File: config.mk
export PLATFORM = sky130hd
export DESIGN_NAME = prf
export DESIGN_NICKNAME = d
export VERILOG_FILES = /design/src/source/prf_pkg.sv /design/src/source/prf.sv /design/src/source/prf_bank_ram.sv /design/src/source/prf_read_arbiter.sv /design/src/source/prf_writeback_arbiter.sv
export VERILOG_INCLUDE_DIRS = /design/src /design/src/include
export SDC_FILE = /design/constraint.sdc
export NUM_CORES = 2
export LEC_CHECK = 0
export BUFFER_PORTS_ARGS = -buffer_cell sky130_fd_sc_hd__buf_2
export CAP_MARGIN = 20
export CORE_MARGIN = 2
export CORE_UTILIZATION = 40
export DETAILED_ROUTE_END_ITERATION = 16
export HOLD_SLACK_MARGIN = 0.12
export PLACE_DENSITY = 0.56
export SKIP_CTS_REPAIR_TIMING = 1
export SLEW_MARGIN = 20
export SYNTH_ARGS = -nofsm -noshare
export SYNTH_HDL_FRONTEND = slang
export SYNTH_SLANG_ARGS = --single-unit
File: constraint.sdc
create_clock -name CLK -period 3.5 [get_ports CLK]
set_clock_uncertainty 0.1 [all_clocks]
set_input_delay 0.35 -clock CLK [delete_from_list [all_inputs] [get_ports CLK]]
set_output_delay 0.35 -clock CLK [all_outputs]
set_load 0.05 [all_outputs]
File: src/include/prf_params.svh
`ifndef PRF_PARAMS_SVH
`define PRF_PARAMS_SVH

// low bits of a register number pick the bank
`define PRF_BANK_COUNT 4
`define PRF_LOG_BANK_COUNT 2

// physical register space
`define PRF_PR_COUNT 64
`define PRF_LOG_PR_COUNT 6

// requesters on each side
`define PRF_RR_COUNT 4
`define PRF_WR_COUNT 4

// register width
`define PRF_DATA_WIDTH 32

// ROB tag carried on the writeback bus
`define PRF_LOG_ROB_ENTRIES 6

`endif

File: src/source/prf_pkg.sv
`default_nettype none
`include "prf_params.svh"

package prf_pkg;

    // --------------------
    // basic fields
    typedef logic [`PRF_DATA_WIDTH-1:0] prf_data_t;
    typedef logic [`PRF_LOG_PR_COUNT-`PRF_LOG_BANK_COUNT-1:0] prf_upper_pr_t;
    typedef logic [`PRF_LOG_ROB_ENTRIES-1:0] prf_rob_index_t;

    // register number seen whole or as upper index + bank
    typedef union packed {
        logic [`PRF_LOG_PR_COUNT-1:0] raw;
        struct packed {
            prf_upper_pr_t upper;
            logic [`PRF_LOG_BANK_COUNT-1:0] bank;
        } split;
    } prf_pr_t;

    // --------------------
    // request and bus words
    typedef struct packed {
        logic valid;
        prf_pr_t pr;
    } prf_read_req_t;

    typedef struct packed {
        logic valid;
        prf_data_t data;
        prf_pr_t pr;
        prf_rob_index_t rob_index;
    } prf_wb_req_t;

    // per bank writeback word that also writes the RAM
    typedef struct packed {
        logic valid;
        prf_data_t data;
        prf_upper_pr_t upper;
        prf_rob_index_t rob_index;
    } prf_wb_bus_t;

    // --------------------
    // round-robin pick sized for either requester set
    localparam int PRF_PICK_WIDTH =
        (`PRF_RR_COUNT > `PRF_WR_COUNT) ? `PRF_RR_COUNT : `PRF_WR_COUNT;
    typedef logic [PRF_PICK_WIDTH-1:0] prf_pick_vec_t;

    function automatic prf_pick_vec_t prf_pick(input prf_pick_vec_t req,
                                               input prf_pick_vec_t mask);
        prf_pick_vec_t pool;
        prf_pick_vec_t win;
        // masked requests first and everyone otherwise
        if (|(req & mask)) begin
            pool = req & mask;
        end else begin
            pool = req;
        end
        // walk upward so the highest index has the last word
        win = '0;
        for (int i = 0; i < PRF_PICK_WIDTH; i++) begin
            if (pool[i]) begin
                win = '0;
                win[i] = 1'b1;
            end
        end
        return win;
    endfunction

endpackage

`default_nettype wire

File: src/source/prf.sv
`default_nettype none
`timescale 1ns/1ps
`include "prf_params.svh"

module prf import prf_pkg::*; (
    input  wire logic CLK,
    input  wire logic nRST,

    // strobed read requests
    input  wire prf_read_req_t [`PRF_RR_COUNT-1:0] rd_req,
    output logic [`PRF_RR_COUNT-1:0] rd_ack,
    output logic [`PRF_RR_COUNT-1:0] rd_port,

    // read data by bank and port a cycle after the ack
    output prf_data_t [`PRF_BANK_COUNT-1:0][1:0] rd_data,

    // writebacks with back-pressure
    input  wire prf_wb_req_t [`PRF_WR_COUNT-1:0] wb_req,
    output logic [`PRF_WR_COUNT-1:0] wb_ready,

    // one registered bus per bank to wakeup
    output prf_wb_bus_t [`PRF_BANK_COUNT-1:0] wb_bus
);

    // granted read indices that each RAM registers
    prf_upper_pr_t [`PRF_BANK_COUNT-1:0][1:0] rd_index_next;

    // --------------------
    // arbitration

    prf_read_arbiter u_read_arb (
        .CLK           (CLK),
        .nRST          (nRST),
        .rd_req        (rd_req),
        .rd_ack        (rd_ack),
        .rd_port       (rd_port),
        .rd_index_next (rd_index_next)
    );

    // same bus word feeds wakeup and the array write
    prf_writeback_arbiter u_wb_arb (
        .CLK      (CLK),
        .nRST     (nRST),
        .wb_req   (wb_req),
        .wb_ready (wb_ready),
        .wb_bus   (wb_bus)
    );

    // --------------------
    // one RAM per bank

    for (genvar b = 0; b < `PRF_BANK_COUNT; b++) begin : g_bank
        prf_bank_ram u_ram (
            .CLK           (CLK),
            .nRST          (nRST),
            .rd_index_next (rd_index_next[b]),
            .rd_data       (rd_data[b]),
            .wr            (wb_bus[b])
        );
    end

endmodule

`default_nettype wire

File: src/source/prf_bank_ram.sv
`default_nettype none
`timescale 1ns/1ps
`include "prf_params.svh"

module prf_bank_ram import prf_pkg::*; (
    input  wire logic CLK,
    input  wire logic nRST,
    input  wire prf_upper_pr_t [1:0] rd_index_next,
    output prf_data_t [1:0] rd_data,
    input  wire prf_wb_bus_t wr
);

    // registers held by one bank
    localparam int DEPTH = `PRF_PR_COUNT / `PRF_BANK_COUNT;

    prf_data_t mem_q [DEPTH];
    prf_upper_pr_t [1:0] rd_index_q;

    // --------------------
    // read side

    // indices land one cycle after the grant
    always_ff @(posedge CLK, negedge nRST) begin
        if (!nRST) begin
            rd_index_q <= '0;
        end else begin
            rd_index_q <= rd_index_next;
        end
    end

    // async read off the registered index
    always_comb begin
        for (int p = 0; p < 2; p++) begin
            rd_data[p] = mem_q[rd_index_q[p]];
        end
    end

    // --------------------
    // write side

    // bus cycle commits at its closing edge
    // so a read granted in that cycle sees the new value
    always_ff @(posedge CLK, negedge nRST) begin
        if (!nRST) begin
            for (int i = 0; i < DEPTH; i++) begin
                mem_q[i] <= '0;
            end
        end else if (wr.valid) begin
            mem_q[wr.upper] <= wr.data;
        end
    end

endmodule

`default_nettype wire

File: src/source/prf_read_arbiter.sv
`default_nettype none
`timescale 1ns/1ps
`include "prf_params.svh"

module prf_read_arbiter import prf_pkg::*; (
    input  wire logic CLK,
    input  wire logic nRST,
    input  wire prf_read_req_t [`PRF_RR_COUNT-1:0] rd_req,
    output logic [`PRF_RR_COUNT-1:0] rd_ack,
    output logic [`PRF_RR_COUNT-1:0] rd_port,
    output prf_upper_pr_t [`PRF_BANK_COUNT-1:0][1:0] rd_index_next
);

    // one held request per requester
    prf_read_req_t [`PRF_RR_COUNT-1:0] held_q;
    prf_read_req_t [`PRF_RR_COUNT-1:0] held_next;
    prf_read_req_t [`PRF_RR_COUNT-1:0] merged;

    // per bank request and grant vectors
    logic [`PRF_BANK_COUNT-1:0][`PRF_RR_COUNT-1:0] req_by_bank;
    logic [`PRF_BANK_COUNT-1:0][`PRF_RR_COUNT-1:0] grant0;
    logic [`PRF_BANK_COUNT-1:0][`PRF_RR_COUNT-1:0] grant1;

    // round-robin state, one mask per bank
    logic [`PRF_BANK_COUNT-1:0][`PRF_RR_COUNT-1:0] mask_q;
    logic [`PRF_BANK_COUNT-1:0][`PRF_RR_COUNT-1:0] mask_next;

    // --------------------
    // merge and steer

    // held request wins over a new strobe
    always_comb begin
        for (int i = 0; i < `PRF_RR_COUNT; i++) begin
            if (held_q[i].valid) begin
                merged[i] = held_q[i];
            end else begin
                merged[i] = rd_req[i];
            end
        end
    end

    // demux to banks by the low register bits
    always_comb begin
        req_by_bank = '0;
        for (int i = 0; i < `PRF_RR_COUNT; i++) begin
            req_by_bank[merged[i].pr.split.bank][i] = merged[i].valid;
        end
    end

    // --------------------
    // two port grants per bank

    always_comb begin
        for (int b = 0; b < `PRF_BANK_COUNT; b++) begin
            // port 0 over all requests
            grant0[b] = (`PRF_RR_COUNT)'(prf_pick(prf_pick_vec_t'(req_by_bank[b]),
                                                  prf_pick_vec_t'(mask_q[b])));
            // port 1 with port 0's winner taken out
            grant1[b] = (`PRF_RR_COUNT)'(
                prf_pick(prf_pick_vec_t'(req_by_bank[b] & ~grant0[b]),
                         prf_pick_vec_t'(mask_q[b])));
            // mask = everything below the last winner
            // one-hot minus one gives exactly that
            if (|grant1[b]) begin
                mask_next[b] = grant1[b] - 1'b1;
            end else if (|grant0[b]) begin
                mask_next[b] = grant0[b] - 1'b1;
            end else begin
                mask_next[b] = mask_q[b];
            end
        end
    end

    // fold bank grants back onto requesters
    always_comb begin
        rd_ack = '0;
        rd_port = '0;
        for (int b = 0; b < `PRF_BANK_COUNT; b++) begin
            rd_ack |= grant0[b] | grant1[b];
            rd_port |= grant1[b];
        end
    end

    // one-hot mux of winning upper indices
    // zero index when a port is idle
    always_comb begin
        rd_index_next = '0;
        for (int b = 0; b < `PRF_BANK_COUNT; b++) begin
            for (int i = 0; i < `PRF_RR_COUNT; i++) begin
                rd_index_next[b][0] |= merged[i].pr.split.upper
                                       & {$bits(prf_upper_pr_t){grant0[b][i]}};
                rd_index_next[b][1] |= merged[i].pr.split.upper
                                       & {$bits(prf_upper_pr_t){grant1[b][i]}};
            end
        end
    end

    // --------------------
    // hold losers

    always_comb begin
        for (int i = 0; i < `PRF_RR_COUNT; i++) begin
            held_next[i].valid = merged[i].valid & ~rd_ack[i];
            held_next[i].pr = merged[i].pr;
        end
    end

    always_ff @(posedge CLK, negedge nRST) begin
        if (!nRST) begin
            held_q <= '0;
            mask_q <= '0;
        end else begin
            held_q <= held_next;
            mask_q <= mask_next;
        end
    end

endmodule

`default_nettype wire

File: src/source/prf_writeback_arbiter.sv
`default_nettype none
`timescale 1ns/1ps
`include "prf_params.svh"

module prf_writeback_arbiter import prf_pkg::*; (
    input  wire logic CLK,
    input  wire logic nRST,
    input  wire prf_wb_req_t [`PRF_WR_COUNT-1:0] wb_req,
    output logic [`PRF_WR_COUNT-1:0] wb_ready,
    output prf_wb_bus_t [`PRF_BANK_COUNT-1:0] wb_bus
);

    // one-entry retry hold per writer
    prf_wb_req_t [`PRF_WR_COUNT-1:0] held_q;
    prf_wb_req_t [`PRF_WR_COUNT-1:0] held_next;
    prf_wb_req_t [`PRF_WR_COUNT-1:0] merged;

    logic [`PRF_BANK_COUNT-1:0][`PRF_WR_COUNT-1:0] req_by_bank;
    logic [`PRF_BANK_COUNT-1:0][`PRF_WR_COUNT-1:0] grant;
    logic [`PRF_WR_COUNT-1:0] ack;

    // per bank round-robin mask
    logic [`PRF_BANK_COUNT-1:0][`PRF_WR_COUNT-1:0] mask_q;
    logic [`PRF_BANK_COUNT-1:0][`PRF_WR_COUNT-1:0] mask_next;

    prf_wb_bus_t [`PRF_BANK_COUNT-1:0] bus_next;

    // --------------------
    // merge, steer, ready

    // stall only a writer that already has one held
    // new write must stay on the port that cycle
    always_comb begin
        for (int i = 0; i < `PRF_WR_COUNT; i++) begin
            wb_ready[i] = ~(wb_req[i].valid & held_q[i].valid);
        end
    end

    always_comb begin
        req_by_bank = '0;
        for (int i = 0; i < `PRF_WR_COUNT; i++) begin
            // held write goes first
            merged[i] = held_q[i].valid ? held_q[i] : wb_req[i];
            req_by_bank[merged[i].pr.split.bank][i] = merged[i].valid;
        end
    end

    // --------------------
    // one grant per bank

    always_comb begin
        ack = '0;
        for (int b = 0; b < `PRF_BANK_COUNT; b++) begin
            grant[b] = (`PRF_WR_COUNT)'(prf_pick(prf_pick_vec_t'(req_by_bank[b]),
                                                 prf_pick_vec_t'(mask_q[b])));
            ack |= grant[b];
            // idle bank keeps its mask
            if (|grant[b]) begin
                mask_next[b] = grant[b] - 1'b1;
            end else begin
                mask_next[b] = mask_q[b];
            end
        end
    end

    // one-hot mux of the winner onto the bus
    always_comb begin
        for (int b = 0; b < `PRF_BANK_COUNT; b++) begin
            bus_next[b] = '0;
            bus_next[b].valid = |grant[b];
            for (int i = 0; i < `PRF_WR_COUNT; i++) begin
                bus_next[b].data |= merged[i].data
                                    & {`PRF_DATA_WIDTH{grant[b][i]}};
                bus_next[b].upper |= merged[i].pr.split.upper
                                     & {$bits(prf_upper_pr_t){grant[b][i]}};
                bus_next[b].rob_index |= merged[i].rob_index
                                         & {`PRF_LOG_ROB_ENTRIES{grant[b][i]}};
            end
        end
    end

    // losers stay held with the merged payload
    always_comb begin
        for (int i = 0; i < `PRF_WR_COUNT; i++) begin
            held_next[i] = merged[i];
            held_next[i].valid = merged[i].valid & ~ack[i];
        end
    end

    // --------------------
    // state

    always_ff @(posedge CLK, negedge nRST) begin
        if (!nRST) begin
            held_q <= '0;
            mask_q <= '0;
            wb_bus <= '0;
        end else begin
            held_q <= held_next;
            mask_q <= mask_next;
            wb_bus <= bus_next;
        end
    end

endmodule

`default_nettype wire

==> flow_metrics.tcl <==
set metrics [dict create \
    clockBufferDepth 4 \
    end_kind "output pin" \
    place_ws_ns 0.00272 \
    rr_startpoint "u_wb_arb.held_q[179]" \
    cp-start-kind "register" \
    initial_core_util_pct 40.2 \
    layout_commonest_cell "dfrtp_1" \
    fin_ws_ns -0.559 \
    power_switching_mw 68.8 \
    hold_start "rd_req[20]" \
    reg2reg_to "u_wb_arb.mask_q[4]" \
    drt_wl_total_um 483000 \
    cts_buffers 299 \
    comb_power_share_pct 50.1 \
    fin_crit_sh_pct 116 \
    leakage_nw 68.8 \
    arrival_ns 3.61 \
    numClockSinks 2492 \
    worst_path_largest_cell_delay_ns 0.44 \
    synth_area_per_cell_um2 15.7 \
    ys_async_sr_fraction_pct 100 \
    ioPinCount 650 \
    grt_util_met2_pct 44.2 \
    synth_nets 8347 \
    antenna_found_initial 140 \
    cp_max_fo 6 \
    drtIter0Drc 8338 \
    dr_total_vias 85713 \
    port_buffers 649 \
    path_class "register to output pin" \
    p_per_area_nw_per_um2 1050 \
    firstDrtPassIters 6 \
    clockPowerShare_pct 19.3 \
    grt_use_total_pct 28.2 \
    grt_pass1_wl_um 656000 \
    synth_edf_count 0 \
    r2r_setup_slack_ns 0.17 \
    min_path_cells 6 \
    p_int_mw 97.5 \
    crit_buf_inv 4 \
    ys_seq_area_share_pct 48.8 \
    slew_violations 0 \
    cts_root_buffer "clkbuf_16" \
    cts_max_level 5 \
    synth_cell_types 92 \
    setup-violations-final 200 \
    clk_pin_slew_ns 0.05 \
    overflow 0 \
    cp.required_ns 3.05 \
    utilization_pct 49.6 \
    status "finished, violations left" \
    met1_usage_pct 36.8 \
    die_x_um 569 \
    cts_tree "built" \
    drc 0 \
    synth_area_um2 128000 \
    worst_pin_slew_ns 1.09 \
    antenna_left 0 \
    drv_cap 0 \
    cpMostUsedCell "buf_4" \
    slew_headroom_pct 27.3 \
    hold_viol_final 0 \
    grt_pass1_vias 85649 \
    rows 207 \
    dp_hpwl_um 308000 \
    avgViaCountPerCell 6.26 \
    layout-drive-gt1-share_pct 57.6 \
    ys.flop_type "dfrtp_1" \
    grt_max_degree 153 \
    crit_family "buffers and inverters" \
    wire_per_inst_um 35.2 \
    crit_slowest_cell "dfrtp_2" \
    busiest_layer "met2" \
    yosys_warnings 0 \
    clkLatencyLatePin_ns 0.93 \
    nNetsFinal 9440 \
    holdPathEnd "u_read_arb.mask_q[10]" \
    die-height_um 569 \
    use_met3_pct 6.65 \
    die_area_um2 324000 \
    synthToLayoutAreaGrowth_pct 23.6 \
    min_path_type "primary input to register" \
    ir_drop_v 0.00102 \
    maxClockFrequency_mhz 246 \
    mostFrequentLayoutCells "dfrtp_1 (2452), mux2_2 (2151), mux4_2 (1280)" \
    crit_chain "buf_4 > and3_2 > o21ai_4 > clkdlybuf4s15_2 > buf_4 > maj3_1 > o22ai_2 > a21o_1 > o221a_4 > nand3_1 > buf_4" \
    reg2reg_depth 10 \
    ys_ff_latch 2492 \
    rsz0062_at_grt "yes" \
    design.core.area_um2 318000 \
    seqPwrFrac_pct 30.6 \
    swShare_pct 41.4 \
    layout_min_cycle_time_ns 4.06 \
    synth_cells 8125 \
    gp_congestion 0.898 \
    violations "negative setup slack" \
]
[worst reg2reg max path: cells and delay by family (launching register included)]
kind / cells / cell delay [ns]
buffers and inverters: 2 / 0.40
AND/OR/NAND/NOR: 3 / 0.84
flip-flops: 1 / 0.47
AO/OA/AOI/OAI: 4 / 1.14
adder cells (fa/ha/maj): 1 / 0.29
[worst max-delay path by stage]
stage | from | endpoint | slack, ns | cells past startpoint
finish | u_read_arb.held_q[13] | rd_ack[0] | -0.56 | 11
global route | u_read_arb.held_q[13] | rd_ack[0] | -0.66 | 11
CTS | u_read_arb.held_q[27] | rd_ack[0] | -0.96 | 8
detailed placement | u_read_arb.held_q[27] | u_read_arb.mask_q[2] | 0.003 | 11
global placement | u_read_arb.held_q[27] | u_read_arb.mask_q[2] | -0.05 | 11
floorplan | u_wb_arb.held_q[44] | u_wb_arb.mask_q[4] | 0.19 | 12
[power by group through the flow]
stage                     Sequential (mW)  Combinational, mW  Clock (mW)
after floorplan                      47.2               50.7           0
after global placement               50.6               71.8           0
after detailed placement             51.5               72.4           0
after CTS                            51.1               72.6        32.7
after global routing                 52.3               86.6        33.9
final                                50.9               83.3        32.1
[layer usage]
| layer | share of wire [%] | routed length (µm) | up-vias |
|---|---|---|---|
| li1 | - | - | 34208 |
| met2 | 48 | 230000 | 3787 |
| met3 | 7.3 | 35500 | 1026 |
| met4 | 4.9 | 23600 | 52 |
| met5 | 0.069 | 333 | - |
| met1 | 40 | 193000 | 46640 |
[sequential cells by signal, indices dropped and copies added, names as in the netlist]
name	cells
u_wb_arb.wb_bus	172
g_bank.u_ram.mem_q	2048
u_read_arb.held_q	28
g_bank.u_ram.rd_index_q	32
u_wb_arb.mask_q	16
u_wb_arb.held_q	180
u_read_arb.mask_q	16
[cell type report]
cell class / count / area, µm²
fillers: 26675 / 160000
multi-input cells: 4746 / 62800
flip-flops and latches: 2492 / 62500
repair buffers: 1554 / 16600
clock buffers: 445 / 8880
well taps: 4180 / 5230
clock inverters: 87 / 1110
inverters: 125 / 469
diodes: 73 / 183
[metrics by stage]
stage | power (mW) | TNS [ns] | hold WS (ns) | std cells | instance area [µm²]
after floorplan | 97.9 | 0 | -0.0456 | 8125 | 128000
after global placement | 122 | -0.0489 | 0.246 | 12604 | 138000
after detailed placement | 124 | 0 | 0.255 | 12604 | 138000
after CTS | 156 | -76.30 | -0.742 | 13136 | 148000
after global routing | 173 | -38.61 | 0.186 | 13669 | 158000
final | 166 | -22.40 | 0.198 | 13702 | 158000
[cells by family (layout without fill, tap and decap cells)]
family | Yosys count | in the layout | share of synthesized area, %
compound gates | 642 | 642 | 3.68
flops | 2492 | 2492 | 48.8
other cells | 0 | 73 | 0
fa+ha+maj | 19 | 19 | 0.173
simple gates | 545 | 545 | 2.28
xor+xnor | 7 | 7 | 0.0480
buf+inv | 887 | 2211 | 2.64
mux | 3533 | 3533 | 42.3
[synth_stat cells, drive strengths merged, types with 100 or more instances]
| library cell | instances | area, µm² |
|---|---|---|
| a22oi | 103 | 773 |
| buf | 227 | 892 |
| clkbuf | 535 | 2010 |
| dfrtp | 2492 | 62400 |
| inv | 125 | 469 |
| mux2 | 2151 | 24200 |
| mux2i | 102 | 1020 |
| mux4 | 1280 | 28800 |
| nand2 | 182 | 683 |
| nor2 | 100 | 378 |
| o21ai | 142 | 718 |
| o221ai | 182 | 1600 |
Note: power is estimated with default switching activity, not from simulation.
